`config.mk`:
```
export PLATFORM = sky130hd
export DESIGN_NAME = mvu_result
export DESIGN_NICKNAME = d
export VERILOG_FILES = /design/src/rtl/mvu_pkg.sv /design/src/rtl/mvu_result.sv
export SDC_FILE = /design/constraint.sdc
export NUM_CORES = 2
export LEC_CHECK = 0
export BUFFER_PORTS_ARGS = -buffer_cell sky130_fd_sc_hd__buf_2
export CAP_MARGIN = 20
export CORE_AREA = 3 3 289 177
export DETAILED_ROUTE_END_ITERATION = 10
export DIE_AREA = 0 0 292 180
export PLACE_DENSITY = 0.72
export SKIP_LAST_GASP = 1
export SYNTH_ARGS = -nofsm -noshare
export SYNTH_HDL_FRONTEND = slang
export SYNTH_SLANG_ARGS = --single-unit
export TNS_END_PERCENT = 20
```
`constraint.sdc`:
```
create_clock -name intf -period 19.55 [get_ports intf]
set_input_delay 0.9775 -clock intf [delete_from_list [all_inputs] [get_ports intf]]
set_output_delay 0.9775 -clock intf [all_outputs]
set_load 0.02 [all_outputs]
```
`src/rtl/mvu_pkg.sv`:
```
/*
 * Shared definitions for the matrix-vector unit:
 * lane count, memory and field widths, read latency,
 * multiply mode and decode FSM state enums
 */
`default_nettype none

package mvu_pkg;

    localparam int N_LANES        = 8;     // Vector elements per plane word
    localparam int BANK_ADDR_W    = 8;
    localparam int BANK_DEPTH     = 256;
    localparam int PREC_W         = 4;     // Holds precision 1 to 8
    localparam int MAX_PREC       = 8;
    localparam int BIT_W          = $clog2(MAX_PREC);  // Bit index within an operand
    localparam int LEN_W          = 6;     // Holds block count 1 to 63
    localparam int ACC_W          = 32;
    localparam int SCALER_W       = 16;
    localparam int SCALED_W       = 48;
    localparam int QMSB_W         = 6;
    localparam int OPREC_W        = 5;     // Holds output precision 1 to 16
    localparam int RESULT_W       = 16;
    localparam int MEM_RD_LATENCY = 1;

    typedef enum logic {
        MUL_AND,                           // Popcount of weight AND data
        MUL_XNOR                           // Binary +1/-1 product
    } mul_mode_e;

    typedef enum logic [1:0] {
        DEC_IDLE,
        DEC_SWEEP,
        DEC_WAIT
    } decode_state_e;

endpackage

`default_nettype wire

```
`src/rtl/mvu_result.sv`:
```
/*
 * Result stage: scaler multiply, quantizer window
 * below the MSB index, output register with valid/ready
 */
`timescale 1ns/100ps
`default_nettype none

module mvu_result (
    input  logic                              intf,
    input  logic                              rst_n,
    input  logic                              sum_valid,
    output logic                              sum_ready,
    input  logic signed [mvu_pkg::ACC_W-1:0]  sum,
    input  logic [mvu_pkg::SCALER_W-1:0]      job_scaler_b,
    input  logic [mvu_pkg::QMSB_W-1:0]        job_quant_msbidx,
    input  logic [mvu_pkg::OPREC_W-1:0]       job_oprecision,
    output logic                              result_valid,
    input  logic                              result_ready,
    output logic [mvu_pkg::RESULT_W-1:0]      result
);
    import mvu_pkg::*;

    logic signed [SCALED_W-1:0]  scaled;
    logic [QMSB_W-1:0]           lsb_idx;
    logic [SCALED_W-1:0]         shifted;
    logic [RESULT_W-1:0]         mask;
    logic [RESULT_W-1:0]         quant;
    logic                        load;

    assign scaled  = sum * $signed(job_scaler_b);
    assign lsb_idx = job_quant_msbidx + QMSB_W'(1) - QMSB_W'(job_oprecision);
    assign shifted = scaled >> lsb_idx;
    assign mask    = ~({RESULT_W{1'b1}} << job_oprecision);  // Keeps oprecision low bits
    assign quant   = shifted[RESULT_W-1:0] & mask;

    assign sum_ready = !result_valid || result_ready;
    assign load      = sum_valid && sum_ready;

    always_ff @(posedge intf) begin
        if (!rst_n) begin
            result_valid <= 1'b0;
        end else if (load) begin
            result_valid <= 1'b1;
        end else if (result_ready) begin
            result_valid <= 1'b0;
        end
    end

    always_ff @(posedge intf) begin
        if (load) result <= quant;  // Held while result_ready is low
    end

endmodule

`default_nettype wire

```
==> flow_results.org <==
** Min path
- Hold path cells :: 2
- The path class of the tightest hold or removal check is reg2reg.

** Clock network
- Maximum clock insertion buffer count :: 2
- Deepest level of the CTS H-tree :: 1
- Post-CTS timing repair inserted 0 buffers for setup.
- In this run, CTS created clock tree buffers numbering 3.
- Quantity of gates resized following cts :: 0
- Hold-fix buffer count after cts :: 0
- TritonCTS Sinks :: 17
- Worst skew pair latency :: 0.25 ns
- TritonCTS clock tree :: yes
- Clock transition time at the flip-flop clock pins of the worst setup and hold paths :: 0.06 ns
- CTS placed an instance of clkbuf_16 at the clock tree root.

** STA
- Shortest clock period the worst path allows after layout :: 8.82 ns
- The hold violation total from the final report was 0.
- On the final layout, the worst clock skew is 0.00599 ns.
- Fraction of the cycle the final worst path needs :: 0.451
- Slew @ Worst Pin :: 0.875 ns
- Setup repair after global routing left no endpoint under its margin.
- The total count of max-transition violations in the final report came to 0.
- Number of endpoints failing setup at the final stage :: 0
- After routing, the total negative slack on setup checks comes to 0 ns.
- Static timing analysis puts the maximum clock frequency at 113 MHz.
- Relative slew slack :: 0.413

** Placement
- Placement Cell Area :: 0.0226 mm2
- Detailed placement finished with a half-perimeter wire length of 53000 um.
- Port bufs :: 80
- At the end of routability-driven placement, the weighted congestion stood at 0.992.

** Floorplan
- Die Width :: 292 um
- IO Pins :: 81
- Area of the die :: 0.0526 mm2
- The die is 180 um tall.
- Std cell rows :: 63
- Starting Density :: 0.448
- The core region is 0.0490 mm2.

** Route
- Number of DRC markers after the initial detailed-route iteration :: 1855
- Detail-routed via count per cell :: 5.91
- Wires add up to 63800 um.
- Remaining routing DRC violations :: 0
- Summing over every cut layer, the via total after detailed routing is 18300.
- After detailed routing, the average wire length per cell comes to 20.6 um.
- The first detailed-routing pass ran for 8 iterations.
- Final antenna-violating net count :: 0

** Synth
- In this run, synthesis produced a sequential element count of 17.
- Synth area leader :: fa_1
- Most frequently used cell type in the post-synthesis netlist :: fa_1
- Post-synthesis net count :: 3166
- Post-synthesis average cell area :: 8.79 um2
- Synth Flop Type :: edfxtp_1
- Most instantiated cells after synthesis :: fa_1 (487), nand2_1 (396), inv_1 (363), and2_1 (206), ha_1 (123)
- Synth Cell Area :: 0.0219 mm2
- Synthesized instance count :: 2493
- Counting flops with an async set or reset pin after synthesis yields a share of 0.
- Portion of the post-synthesis area used by sequential elements :: 0.0228
- Number of unique standard cell types used by synthesis :: 97
- Total of warnings raised by yosys :: 0
- The share of synthesized area in the top cell type comes to 0.445.
- Top cells by area, synth :: fa_1 (44%), ha_1 (7.0%), nand2_1 (6.8%)
- Yosys mapped a number of flops with a built-in enable equal to 16.

** Setup path
- Counting stages on the worst path, the most repeated cell is fa_1.
- Depth of the worst register-to-register path :: 2
- Library cell contributing the largest single delay on the critical path :: nor3_1
- Endpoint kind of the worst setup timing path :: flip-flop
- The kind of cell with the highest combined delay along the critical path is adder cells.
- Data arrives at the worst endpoint at 8.81 ns.
- Worst-path fanout max :: 32
- Counting buffers and inverters, the worst setup path is 22 cells deep.
- Required arrival time at the worst endpoint :: 19.55 ns
- CP Class :: in2reg
- Walking the worst path, the cells encountered are buf_2 -> nand2_1 -> inv_1 -> fa_1 -> fa_1 -> inv_1 -> fa_1 -> fa_1 -> fa_1 -> fa_1 -> inv_1 -> ha_1 -> nand4_1 -> nor4_1 -> a22oi_1 -> a211oi_1 -> nor4b_1 -> nor3_1 -> nor2_1 -> o21ai_0 -> a21oi_1 -> o32a_1.
- On the worst path, the slowest cell contributes a delay of 0.73 ns.
- The worst setup path is launched from an input pin.
- Critical path buffers and inverters :: 4

** Global route
- Overflow left after global routing :: 0
- Aggregate global-route resource usage :: 0.248
- Entering global routing, the biggest net connects 58 pins.
- The initial antenna violation count came to 1.
- Global-route wire length before repair :: 105000 um
- The number of global-route vias before repair came to 19600.

** Finish
- Synth-to-layout area growth :: 3.43%
- The repair_antennas step left the layout with diodes totalling 0.
- Summing all multi-input logic gate instances after layout gives 0.0194 mm2.
- Ratio of cells with drive above 1 in the final layout :: 0.0680
- Sequential cell area :: 500 um2
- The final layout contains 3116 nets.
- The layout has 4674 filler cells.
- Post-route standard cell area excluding fillers :: 0.0227 mm2

** Run status
- The flow ran to the end, and the final reports show no timing, DRC or antenna violations.

** Flow run
- Max-cap violations in this run came to 0.
[stage by stage]
step / hold slack (ns) / worst slack (ns) / std cells / utilization
after detailed placement: 0.511 / 10.65 / 3088 / 0.461
after global routing: 0.579 / 10.36 / 3092 / 0.463
final: 0.514 / 10.73 / 3092 / 0.463
after CTS: 0.519 / 10.90 / 3092 / 0.463
after floorplan: 0.750 / 12.02 / 2493 / -
after global placement: 0.501 / 10.71 / 3088 / 0.461
[path summary, 6_finish.rpt]
kind,from,end,slack (ns)
max reg2reg,result_valid$_SDFFE_PN0P_,result[12]$_DFFE_PP_,18.11
min,result_valid$_SDFFE_PN0P_,result_valid$_SDFFE_PN0P_,0.51
max,job_scaler_b[4],result[1]$_DFFE_PP_,10.73
min reg2reg,result_valid$_SDFFE_PN0P_,result_valid$_SDFFE_PN0P_,0.51
[worst reg2reg max path, cell delays in order (launching register included)]
cell	delay, ns
dfxtp_1	0.30
nand2b_1	0.09
and2_1	0.67
[final cells by class]
type                    count  area share
clock inverters             1    0.000221
flip-flops and latches     17      0.0221
repair buffers             93      0.0220
multi-input cells        1964       0.856
well taps                 650      0.0359
clock buffers               3     0.00331
inverters                 364      0.0603
[flip-flops by register name, indices dropped and copies added, names as in the netlist]
name	count
result	16
result_valid	1
[per-layer routing]
layer	vias to the layer above	track usage	routed length, um
li1	7896	-	-
met1	9315	0.371	28100
met2	958	0.377	27800
met3	102	0.0495	6820
met4	0	0.0421	1090
met5	-	0	0
[placed cells by master (no fill, tap or decap), types with 8 or more instances in the layout]
master,count
fa_1,486
nand2_1,396
inv_1,363
and2_1,206
ha_1,123
a21oi_1,98
nor2_1,96
buf_2,80
o21ai_0,58
xnor2_1,35
nor3_1,34
nand2b_1,32
nand3_1,29
mux2i_1,26
a211oi_1,24
mux4_2,22
nand4_1,20
xor2_1,18
edfxtp_1,16
o211ai_1,15
a21o_1,15
o22ai_1,15
a31oi_1,15
or3_1,13
buf_4,13
nor4_1,12
and3_1,12
a22oi_1,9
mux2_2,9
o21a_1,8
o21ai_1,8
[cells by family after synthesis]
group                      Yosys count  share of synthesized area
AOI/OAI and AO/OA                  358                      0.112
xor gates and xnor gates            56                     0.0227
adders and majority gates          610                      0.515
buffers and inverters              512                     0.0923
DFF                                 17                     0.0228
muxes                               59                     0.0410
and+or+nand+nor                    881                      0.194
Power is left out: the tool's default activity adds up to more than one toggle a clock period on the data nets, which glitch-free logic cannot reach.
