### config.mk
export PLATFORM = sky130hd
export DESIGN_NAME = mvu_decode
export DESIGN_NICKNAME = d
export VERILOG_FILES = /design/src/rtl/mvu_pkg.sv /design/src/rtl/mvu_decode.sv
export SDC_FILE = /design/constraint.sdc
export NUM_CORES = 1
export LEC_CHECK = 0
export BUFFER_PORTS_ARGS = -buffer_cell sky130_fd_sc_hd__buf_2
export CORE_MARGIN = 5
export CORE_UTILIZATION = 53
export CTS_CLUSTER_DIAMETER = 200
export DETAILED_ROUTE_END_ITERATION = 12
export PLACE_DENSITY = 0.79
export SYNTH_ARGS = -nofsm -noshare
export SYNTH_HDL_FRONTEND = slang
export SYNTH_SLANG_ARGS = --single-unit
export TNS_END_PERCENT = 5
### constraint.sdc
create_clock -name intf -period 2.8 [get_ports intf]
set_clock_uncertainty 0.05 [all_clocks]
set_input_delay 0 -clock intf [delete_from_list [all_inputs] [get_ports intf]]
set_output_delay 0 -clock intf [all_outputs]
set_load 0.005 [all_outputs]
### src/rtl/mvu_pkg.sv
/*
 * Shared definitions for the matrix-vector unit:
 * lane count, memory and field widths, read latency,
 * multiply mode and decode FSM state enums
 */
`default_nettype none

package mvu_pkg;

    localparam int N_LANES        = 8;     // Vector elements per plane word
    localparam int BANK_ADDR_W    = 8;
    localparam int BANK_DEPTH     = 256;
    localparam int PREC_W         = 4;     // Holds precision 1 to 8
    localparam int MAX_PREC       = 8;
    localparam int BIT_W          = $clog2(MAX_PREC);  // Bit index within an operand
    localparam int LEN_W          = 6;     // Holds block count 1 to 63
    localparam int ACC_W          = 32;
    localparam int SCALER_W       = 16;
    localparam int SCALED_W       = 48;
    localparam int QMSB_W         = 6;
    localparam int OPREC_W        = 5;     // Holds output precision 1 to 16
    localparam int RESULT_W       = 16;
    localparam int MEM_RD_LATENCY = 1;

    typedef enum logic {
        MUL_AND,                           // Popcount of weight AND data
        MUL_XNOR                           // Binary +1/-1 product
    } mul_mode_e;

    typedef enum logic [1:0] {
        DEC_IDLE,
        DEC_SWEEP,
        DEC_WAIT
    } decode_state_e;

endpackage

`default_nettype wire

### src/rtl/mvu_decode.sv
/*
 * Job controller and plane address generation:
 * start handshake and configuration capture, decode FSM,
 * block / weight bit / input bit sweep, MSB and last flags,
 * second copy of the result settings for the job in flight
 */
`timescale 1ns/100ps
`default_nettype none

module mvu_decode (
    input  logic                              intf,
    input  logic                              rst_n,
    input  logic                              start_valid,
    output logic                              start_ready,
    input  logic [mvu_pkg::PREC_W-1:0]        cfg_wprecision,
    input  logic [mvu_pkg::PREC_W-1:0]        cfg_iprecision,
    input  logic [mvu_pkg::BANK_ADDR_W-1:0]   cfg_wbaseaddr,
    input  logic [mvu_pkg::BANK_ADDR_W-1:0]   cfg_ibaseaddr,
    input  logic [mvu_pkg::LEN_W-1:0]         cfg_block_count,
    input  mvu_pkg::mul_mode_e                cfg_mul_mode,
    input  logic                              cfg_w_signed,
    input  logic                              cfg_d_signed,
    input  logic [mvu_pkg::SCALER_W-1:0]      cfg_scaler_b,
    input  logic [mvu_pkg::QMSB_W-1:0]        cfg_quant_msbidx,
    input  logic [mvu_pkg::OPREC_W-1:0]       cfg_oprecision,
    input  logic                              exec_hold,
    output logic                              rd_en,
    output logic [mvu_pkg::BANK_ADDR_W-1:0]   waddr,
    output logic [mvu_pkg::BANK_ADDR_W-1:0]   daddr,
    output logic                              w_msb,
    output logic                              d_msb,
    output logic                              ibit_last,
    output logic                              wbit_last,
    output logic                              job_last,
    output mvu_pkg::mul_mode_e                mul_mode,
    output logic                              w_signed,
    output logic                              d_signed,
    output logic [mvu_pkg::SCALER_W-1:0]      job_scaler_b,
    output logic [mvu_pkg::QMSB_W-1:0]        job_quant_msbidx,
    output logic [mvu_pkg::OPREC_W-1:0]       job_oprecision
);
    import mvu_pkg::*;

    decode_state_e           state_q;
    logic [PREC_W-1:0]       wprec_eff;
    logic [PREC_W-1:0]       iprec_eff;
    logic [PREC_W-1:0]       wprec_q;
    logic [PREC_W-1:0]       iprec_q;
    logic [BIT_W-1:0]        wtop;
    logic [BIT_W-1:0]        itop;
    logic [LEN_W-1:0]        blast_q;       // Index of the last block
    logic [LEN_W-1:0]        blk_q;
    logic [BIT_W-1:0]        wbit_q;
    logic [BIT_W-1:0]        ibit_q;
    logic [BANK_ADDR_W-1:0]  woff_q;        // Weight address of the current block
    logic [BANK_ADDR_W-1:0]  doff_q;        // Data address of the current block
    logic [SCALER_W-1:0]     scaler_q;
    logic [QMSB_W-1:0]       qmsb_q;
    logic [OPREC_W-1:0]      oprec_q;
    logic                    accept;

    // Binary mode sweeps a single plane pair per block
    assign wprec_eff = (cfg_mul_mode == MUL_XNOR) ? PREC_W'(1) : cfg_wprecision;
    assign iprec_eff = (cfg_mul_mode == MUL_XNOR) ? PREC_W'(1) : cfg_iprecision;
    assign wtop      = BIT_W'(wprec_q - 1'b1);
    assign itop      = BIT_W'(iprec_q - 1'b1);

    assign start_ready = (state_q == DEC_IDLE) && !exec_hold;
    assign accept      = start_valid && start_ready;
    assign rd_en       = (state_q == DEC_SWEEP);

    assign waddr     = woff_q + BANK_ADDR_W'(wbit_q);
    assign daddr     = doff_q + BANK_ADDR_W'(ibit_q);
    assign w_msb     = (wbit_q == wtop);
    assign d_msb     = (ibit_q == itop);
    assign ibit_last = (ibit_q == '0);
    assign wbit_last = ibit_last && (wbit_q == '0);
    assign job_last  = rd_en && wbit_last && (blk_q == blast_q);

    always_ff @(posedge intf) begin
        if (!rst_n) begin
            state_q <= DEC_IDLE;
        end else begin
            case (state_q)
                DEC_IDLE: begin
                    if (accept) state_q <= DEC_SWEEP;
                end
                DEC_SWEEP: begin
                    if (job_last) state_q <= exec_hold ? DEC_WAIT : DEC_IDLE;
                end
                DEC_WAIT: begin
                    if (!exec_hold) state_q <= DEC_IDLE;  // Sum of this job has moved on
                end
                default: state_q <= DEC_IDLE;
            endcase
        end
    end

    // Configuration capture and the three nested counters
    always_ff @(posedge intf) begin
        if (accept) begin
            wprec_q  <= wprec_eff;
            iprec_q  <= iprec_eff;
            blast_q  <= cfg_block_count - 1'b1;
            blk_q    <= '0;
            wbit_q   <= BIT_W'(wprec_eff - 1'b1);  // MSB first
            ibit_q   <= BIT_W'(iprec_eff - 1'b1);
            woff_q   <= cfg_wbaseaddr;
            doff_q   <= cfg_ibaseaddr;
            mul_mode <= cfg_mul_mode;
            w_signed <= cfg_w_signed && (cfg_mul_mode == MUL_AND);
            d_signed <= cfg_d_signed && (cfg_mul_mode == MUL_AND);
            scaler_q <= cfg_scaler_b;
            qmsb_q   <= cfg_quant_msbidx;
            oprec_q  <= cfg_oprecision;
        end else if (rd_en) begin
            if (ibit_last) begin
                ibit_q <= itop;
                if (wbit_q == '0) begin
                    wbit_q <= wtop;
                    blk_q  <= blk_q + 1'b1;
                    woff_q <= woff_q + BANK_ADDR_W'(wprec_q);
                    doff_q <= doff_q + BANK_ADDR_W'(iprec_q);
                end else begin
                    wbit_q <= wbit_q - 1'b1;
                end
            end else begin
                ibit_q <= ibit_q - 1'b1;
            end
        end
    end

    // Frees the first copy for the next job while result still needs these
    always_ff @(posedge intf) begin
        if (job_last) begin
            job_scaler_b     <= scaler_q;
            job_quant_msbidx <= qmsb_q;
            job_oprecision   <= oprec_q;
        end
    end

endmodule

`default_nettype wire

==> results of run 1 <==
[logic make-up after synthesis]
kind of cell	count (synthesis)	share of synthesized area
mux	9	0.0190
buf+inv	43	0.0425
simple gates	93	0.0981
fa+ha+maj	28	0.0802
compound gates	42	0.0549
flops	101	0.622
xor+xnor	45	0.0831
[path summary, 6_finish.rpt]
| check | slack (ns) | cells after the start | end |
|---|---|---|---|
| worst min-delay path | 0.02 | 3 | blast_q[3]$_DFFE_PP_ |
| worst max register to register | 0.49 | 7 | job_scaler_b[7]$_DFFE_PP_ |
| worst max-delay path | 0.28 | 8 | job_last |
| worst min register to register | 0.38 | 0 | job_scaler_b[9]$_DFFE_PP_ |
[layout make-up]
class                      count  area, sq um  area share
sequential                   101         2950       0.469
clock inverter                 7         83.8      0.0133
tap                          108          135      0.0215
multi-input combinational    217         1590       0.253
inverter                      34          133      0.0211
timing repair buffer         187         1280       0.203
clock buffer                   9          124      0.0197
[sequential cells by signal, indices dropped and copies added (netlist names)]
signal,flops
job_oprecision,5
job_scaler_b,16
ibit_q,3
qmsb_q,6
iprec_q,4
wprec_q,4
state_q,2
blk_q,6
scaler_q,16
blast_q,6
w_signed,1
d_signed,1
doff_q,8
woff_q,8
job_quant_msbidx,6
wbit_q,3
mul_mode,1
oprec_q,5
[metal layers]
metal	global-route usage	vias to the layer above	wire, microns
li1	-	1645	-
met3	0.0432	13	515
met4	0.0621	0	165
met2	0.363	100	5620
met1	0.223	1578	4050
met5	0	-	0
[power groups by stage]
stage | Sequential [mW] | Combinational, mW | Clock, mW
2_1_floorplan | 1.79 | 0.294 | 0
3_3_place_gp | 1.79 | 0.436 | 0
3_5_place_dp | 1.80 | 0.450 | 0
4_1_cts | 1.76 | 0.524 | 0.962
5_1_grt | 1.77 | 0.586 | 1.03
6_report | 1.76 | 0.525 | 0.941
[stage by stage]
step	setup slack [ns]	instances	hold WS [ns]	power [mW]	area [sq um]
CTS	0.249	663	0.00271	3.25	6290
global placement	0.573	582	0.128	2.23	5440
global route	0.0982	663	0.0159	3.39	6290
finish	0.280	663	0.0200	3.23	6290
detailed placement	0.497	582	0.129	2.25	5440
floorplan	0.206	361	-0.0200	2.08	4740
[worst max-delay path, delay by kind of cell (launching register included)]
kind,cells,cell delay [ns]
buffers and inverters,4,0.74
adders and majority gates,2,0.32
and+or+nand+nor,2,0.60
DFF,1,0.45
[cells in the final DEF, fill, tap and decap left out, drive strengths merged, types with 2 or more instances in the layout]
| master | synthesis | final |
|---|---|---|
| buf | 7 | 122 |
| edfxtp | 93 | 93 |
| dlygate4sd3 | 0 | 65 |
| inv | 33 | 35 |
| nor2 | 28 | 28 |
| xnor2 | 27 | 27 |
| ha | 24 | 24 |
| a21oi | 22 | 22 |
| nand2 | 20 | 20 |
| xor2 | 18 | 18 |
| nor2b | 12 | 12 |
| nor3 | 10 | 10 |
| mux2i | 9 | 9 |
| clkbuf | 2 | 9 |
| dfxtp | 8 | 8 |
| o21ai | 6 | 6 |
| nand3 | 6 | 6 |
| clkinv | 1 | 5 |
| fa | 4 | 4 |
| nand4 | 3 | 3 |
| and2 | 3 | 3 |
| a21o | 2 | 2 |
| o2111ai | 2 | 2 |
| o211a | 2 | 2 |
| o31ai | 2 | 2 |
| o22ai | 2 | 2 |
| a211oi | 2 | 2 |
| and4 | 2 | 2 |
| o21bai | 2 | 2 |
| and3 | 2 | 2 |
[timing repair]
item	in CTS	in global routing
hold buffers	65	0
setup endpoints to repair	0	0
endpoints found under the hold margin	61	0
==> implementation parameters, run 1 <==
Parameter                              Value

Power and ir drop
  Clock network fraction of design power    0.291
  Total leakage power    2.64 nW
  Reported net switching power    0.807 mW
  Power density over the cells    513 nW/um^2
  Switching power share of the total    0.250
  P_int    2.42 mW
  Combinational cell fraction of total power    0.163
  Worst IR drop on VDD    0.310 mV
  Seq pwr share    0.546

Synthesis
  Cell type contributing the most total cell area after synthesis    edfxtp_1
  Post-synthesis sequential area ratio    0.622
  Net Count, Synth    453
  Most area-consuming cells after synthesis    edfxtp_1 59%, ha_1 6.3%, xnor2_1 5.0%, dfxtp_1 3.4%, xor2_1 3.3%
  Flip-flop and latch count after synthesis    101
  Synthesis Warnings    0
  Top FF cell, synth    edfxtp_1
  Most common cell in the netlist    edfxtp_1
  Count of flip-flops with a built-in enable after synthesis    93
  Gate count of the mapped netlist    361
  Fraction of synthesis flops using an asynchronous set or reset pin    0
  Post-Synthesis Cell Area    4740 sq um
  Commonest cells in the netlist    93 x edfxtp_1, 33 x inv_1, 28 x nor2_1
  Proportion of netlist area held by the largest area contributor    0.589
  Mean Syn Cell Area    13.1 sq um
  Number of distinct standard cells referenced by the synthesized netlist    41

Detailed routing
  Residual antenna-violating net count after detailed routing    0
  DRT Pass-1 Iters    4
  Final routed DRC violation total    0
  Post-detailed-routing wire length    10,300 microns
  Initial DRC Count    148
  Detailed-route wire length per cell    15.6 microns
  DR vias    3,336
  Avg Vias per Cell    5.03

Floorplanning
  Row count    34
  Core footprint    8720 sq um
  Die width    105 microns
  Die Footprint    10,900 sq um
  Number of top-level pins    117
  Die Ht    105 microns
  Initial cell density of the core    0.544

Finish
  Utilization after layout    0.722
  Net count of the finished layout    642
  Fill cell count    597
  Layout area overhead    32.7%
  Total inserted antenna cells    0
  Fraction of layout cells with a size suffix above 1    0.258

Global routing
  Wire length of the first global-routing pass    17,100 microns
  Total track usage    0.196
  Initial antenna violation count    0
  Remaining global-route overflow    0
  Largest net degree at the start of global routing    35
  Via count of the first global-routing pass    3,501

Placed design
  Routability-driven placement congestion ratio    0.869
  Port Buffer Count    116
  Post-DP HPWL    7130 microns

Timing
  Final hold violation count    0
  RSZ-0062 raised after global routing    false
  Slew Limit Headroom    0.704
  # setup viols final    0
  F_max    397 MHz
  Fin Setup TNS    0 ns
  Tightest Pin Transition    0.444 ns
  Final worst path period share    0.900
  Final worst path period need    2.52 ns
  Max Slew Vio Count    0

Clock tree
  Number of resized instances in the post-cts repair step    0
  Clock sink total    101
  Clock tree from TritonCTS    built
  Clock Tree Buf Depth    2
  Clock root buffer master    clkbuf_8
  Register clock-pin slew on the reported worst setup and hold paths    0.10 ns
  Clock latency on the worst-skew pair    0.36 ns
  Number of buffers added for setup after CTS    0
  Total number of H-tree levels    3
  Cts bufs inserted    9

Critical path
  Critical Path RT    2.75 ns
  Worst Path Class, Setup    reg2out
  Critical Path Max Stage Delay    0.45 ns
  Critical path's slowest cell    edfxtp_1
  Data arrival time of the critical path    2.47 ns
  Cell chain of the critical path    inv_1 > ha_1 > ha_1 > and4b_1 > nand4_1 > inv_1 > buf_4 > buf_2
  Kind of end point of the critical path    primary output
  Peak fanout along the critical path    28
  CP startpoint    ibit_q[1]$_DFFE_PP_
  Launching point of the worst reg2reg path    ibit_q[1]$_DFFE_PP_
  Critical path launch point type    register

Flow run
  Max-capacitance violation count    0

Worst hold path
  Hold wc startpoint    cfg_block_count[1]
  Hold crit path type    in2reg

Run status
  Run status    completed
Power figures use the tool's default switching activity.
==> inputs of run 2 (changes only) <==
Settings changed: CORE_UTILIZATION 53 to 40, PLACE_DENSITY 0.79 to unset.
==> run 2 against run 1 <==
Net effect:
- fmax up 1.7%
- cell count up 4.7%
- global-route usage is 4.8 points lower
- largest cell class unchanged
- critical path type unchanged
==> implementation parameters, run 2 (synthesized netlist as in run 1, its figures left out) <==
Parameter                              Value

Floorplanning
  Initial cell density of the core    0.412 (was 0.544)
  Row count    39 (was 34)
  Number of top-level pins    117 (unchanged)
  Die Ht    119 microns (was 105 microns)
  Die width    119 microns (was 105 microns)
  Core footprint    11,500 sq um (was 8720 sq um)
  Die Footprint    14,100 sq um (was 10,900 sq um)

Finish
  Top flop regs    job_scaler_b (16), scaler_q (16) (unchanged)
  Layout area overhead    34.8% (was 32.7%)
  Total inserted antenna cells    0 (unchanged)
  Fraction of layout cells with a size suffix above 1    0.261 (was 0.258)
  Leading cell types in the layout, fill and taps excluded    116 x buf_2, 93 x edfxtp_1, 61 x dlygate4sd3_1, 33 x inv_1, 28 x nor2_1 (was 116 x buf_2, 93 x edfxtp_1, 65 x dlygate4sd3_1, 33 x inv_1, 28 x nor2_1)
  Final standard cell area without fillers    6390 sq um (was 6290 sq um)
  Net count of the finished layout    638 (was 642)
  Leading cell type in the layout, fill and taps excluded    buf_2 (unchanged)

Global routing
  Via count of the first global-routing pass    3,381 (was 3,501)
  Total track usage    0.147 (was 0.196)
  Largest net degree at the start of global routing    36 (was 35)
  Remaining global-route overflow    0 (unchanged)
  Initial antenna violation count    0 (unchanged)
  Wire length of the first global-routing pass    16,600 microns (was 17,100 microns)

Timing
  Slew Limit Headroom    0.699 (was 0.704)
  Final worst path period share    0.885 (was 0.900)
  # setup viols final    0 (unchanged)
  Hold slack    0.0292 ns (was 0.0200 ns)
  Max Slew Vio Count    0 (unchanged)
  RSZ-0062 raised after global routing    false (unchanged)
  Final worst path period need    2.48 ns (was 2.52 ns)
  Fin Setup TNS    0 ns (unchanged)
  Tightest Pin Transition    0.451 ns (was 0.444 ns)
  F_max    404 MHz (was 397 MHz)
  Final hold violation count    0 (unchanged)

Power and ir drop
  Worst IR drop on VDD    0.397 mV (was 0.310 mV)
  Total leakage power    2.67 nW (was 2.64 nW)
  Power density over the cells    548 nW/um^2 (was 513 nW/um^2)
  Overall power of the completed layout    3.50 mW (was 3.23 mW)

Clock tree
  Clock tree from TritonCTS    built (unchanged)
  Total number of H-tree levels    3 (unchanged)
  Clock Tree Buf Depth    2 (unchanged)
  Clock sink total    101 (unchanged)
  Clock latency on the worst-skew pair    0.34 ns (was 0.36 ns)
  Cts bufs inserted    9 (unchanged)
  Register clock-pin slew on the reported worst setup and hold paths    0.07 ns (was 0.10 ns)
  Clock root buffer master    clkbuf_16 (was clkbuf_8)
  Number of hold buffers added after CTS    61 (was 65)
  Number of buffers added for setup after CTS    0 (unchanged)
  Number of resized instances in the post-cts repair step    0 (unchanged)

Detailed routing
  DRT Pass-1 Iters    5 (was 4)
  Final routed DRC violation total    0 (unchanged)
  Avg Vias per Cell    4.62 (was 5.03)
  Detailed-route wire length per cell    14.6 microns (was 15.6 microns)
  Residual antenna-violating net count after detailed routing    0 (unchanged)
  Post-detailed-routing wire length    10,100 microns (was 10,300 microns)
  DR vias    3,204 (was 3,336)
  Initial DRC Count    154 (was 148)

Critical path
  Data arrival time of the critical path    2.43 ns (was 2.47 ns)
  Critical Path RT    2.75 ns (about the same)
  Critical path launch point type    register (unchanged)
  Peak fanout along the critical path    28 (unchanged)
  Kind of end point of the critical path    primary output (unchanged)
  Worst Path Class, Setup    reg2out (unchanged)

Worst hold path
  Hold crit path type    in2reg (unchanged)

Placed design
  Port Buffer Count    116 (unchanged)
  Post-DP HPWL    7320 microns (was 7130 microns)
  Routability-driven placement congestion ratio    0.776 (was 0.869)
  Placed Area    5480 sq um (was 5440 sq um)

Flow run
  Max-capacitance violation count    0 (unchanged)

Run status
  Run status    completed (unchanged)
[run 2: changes by cell type in the layout (fill, tap and decap cells not counted)]
| cell | change |
|---|---|
| clkbuf_16 | +9 |
| clkbuf_8 | -9 |
| dlygate4sd3_1 | -4 |
| bufinv_16 | -1 |
| clkinv_1 | -1 |
| clkinv_4 | +1 |
| clkinv_8 | +1 |
| inv_6 | -1 |
| inv_8 | +1 |
[run 2: final cells by class]
cell class,count,area (sq um)
flip-flops and latches,101,2950
clock inverters,7,77.6
clock buffers,9,225
well taps,143,179
multi-input cells,217,1590
repair buffers,183,1240
fillers,1001,5120
inverters,34,133
[run 2: layer usage]
layer | wire [microns] | track usage | vias to the layer above
li1 | - | - | 1646
met1 | 4300 | 0.173 | 1488
met2 | 5350 | 0.269 | 61
met3 | 358 | 0.0270 | 9
met4 | 134 | 0.0543 | 0
met5 | 0 | 0 | -
[run 2: worst paths after layout]
path	endpoint	start	cells after the start	slack (ns)
setup / recovery	job_last	wbit_q[1]$_DFFE_PP_	8	0.32
hold / removal	wprec_q[2]$_DFFE_PP_	cfg_wprecision[2]	2	0.03
setup reg to reg	job_scaler_b[12]$_DFFE_PP_	wbit_q[1]$_DFFE_PP_	7	0.52
hold reg to reg	job_scaler_b[6]$_DFFE_PP_	scaler_q[6]$_DFFE_PP_	0	0.37
[run 2: metrics by stage]
stage                     worst slack (ns)  utilization  instances
final                                0.323        0.555        694
after global routing                0.0538        0.555        694
after CTS                            0.269        0.555        694
after detailed placement             0.493        0.476        617
after global placement               0.553        0.476        617
after floorplan                      0.206            -        361
[run 2: worst max-delay path, stage by stage, from the launching register on]
cell and delay (ns):
edfxtp_1 0.44, inv_1 0.13, ha_1 0.16, ha_1 0.17, and4b_1 0.38, nand4_1 0.20
inv_1 0.09, buf_4 0.32, buf_2 0.19
[run 2: power by group]
| part | switching, mW | total [mW] | internal [mW] |
|---|---|---|---|
| Sequential | 0.0402 | 1.76 | 1.72 |
| Clock | 0.593 | 1.23 | 0.632 |
| Combinational | 0.245 | 0.515 | 0.270 |
| Total | 0.878 | 3.50 | 2.63 |
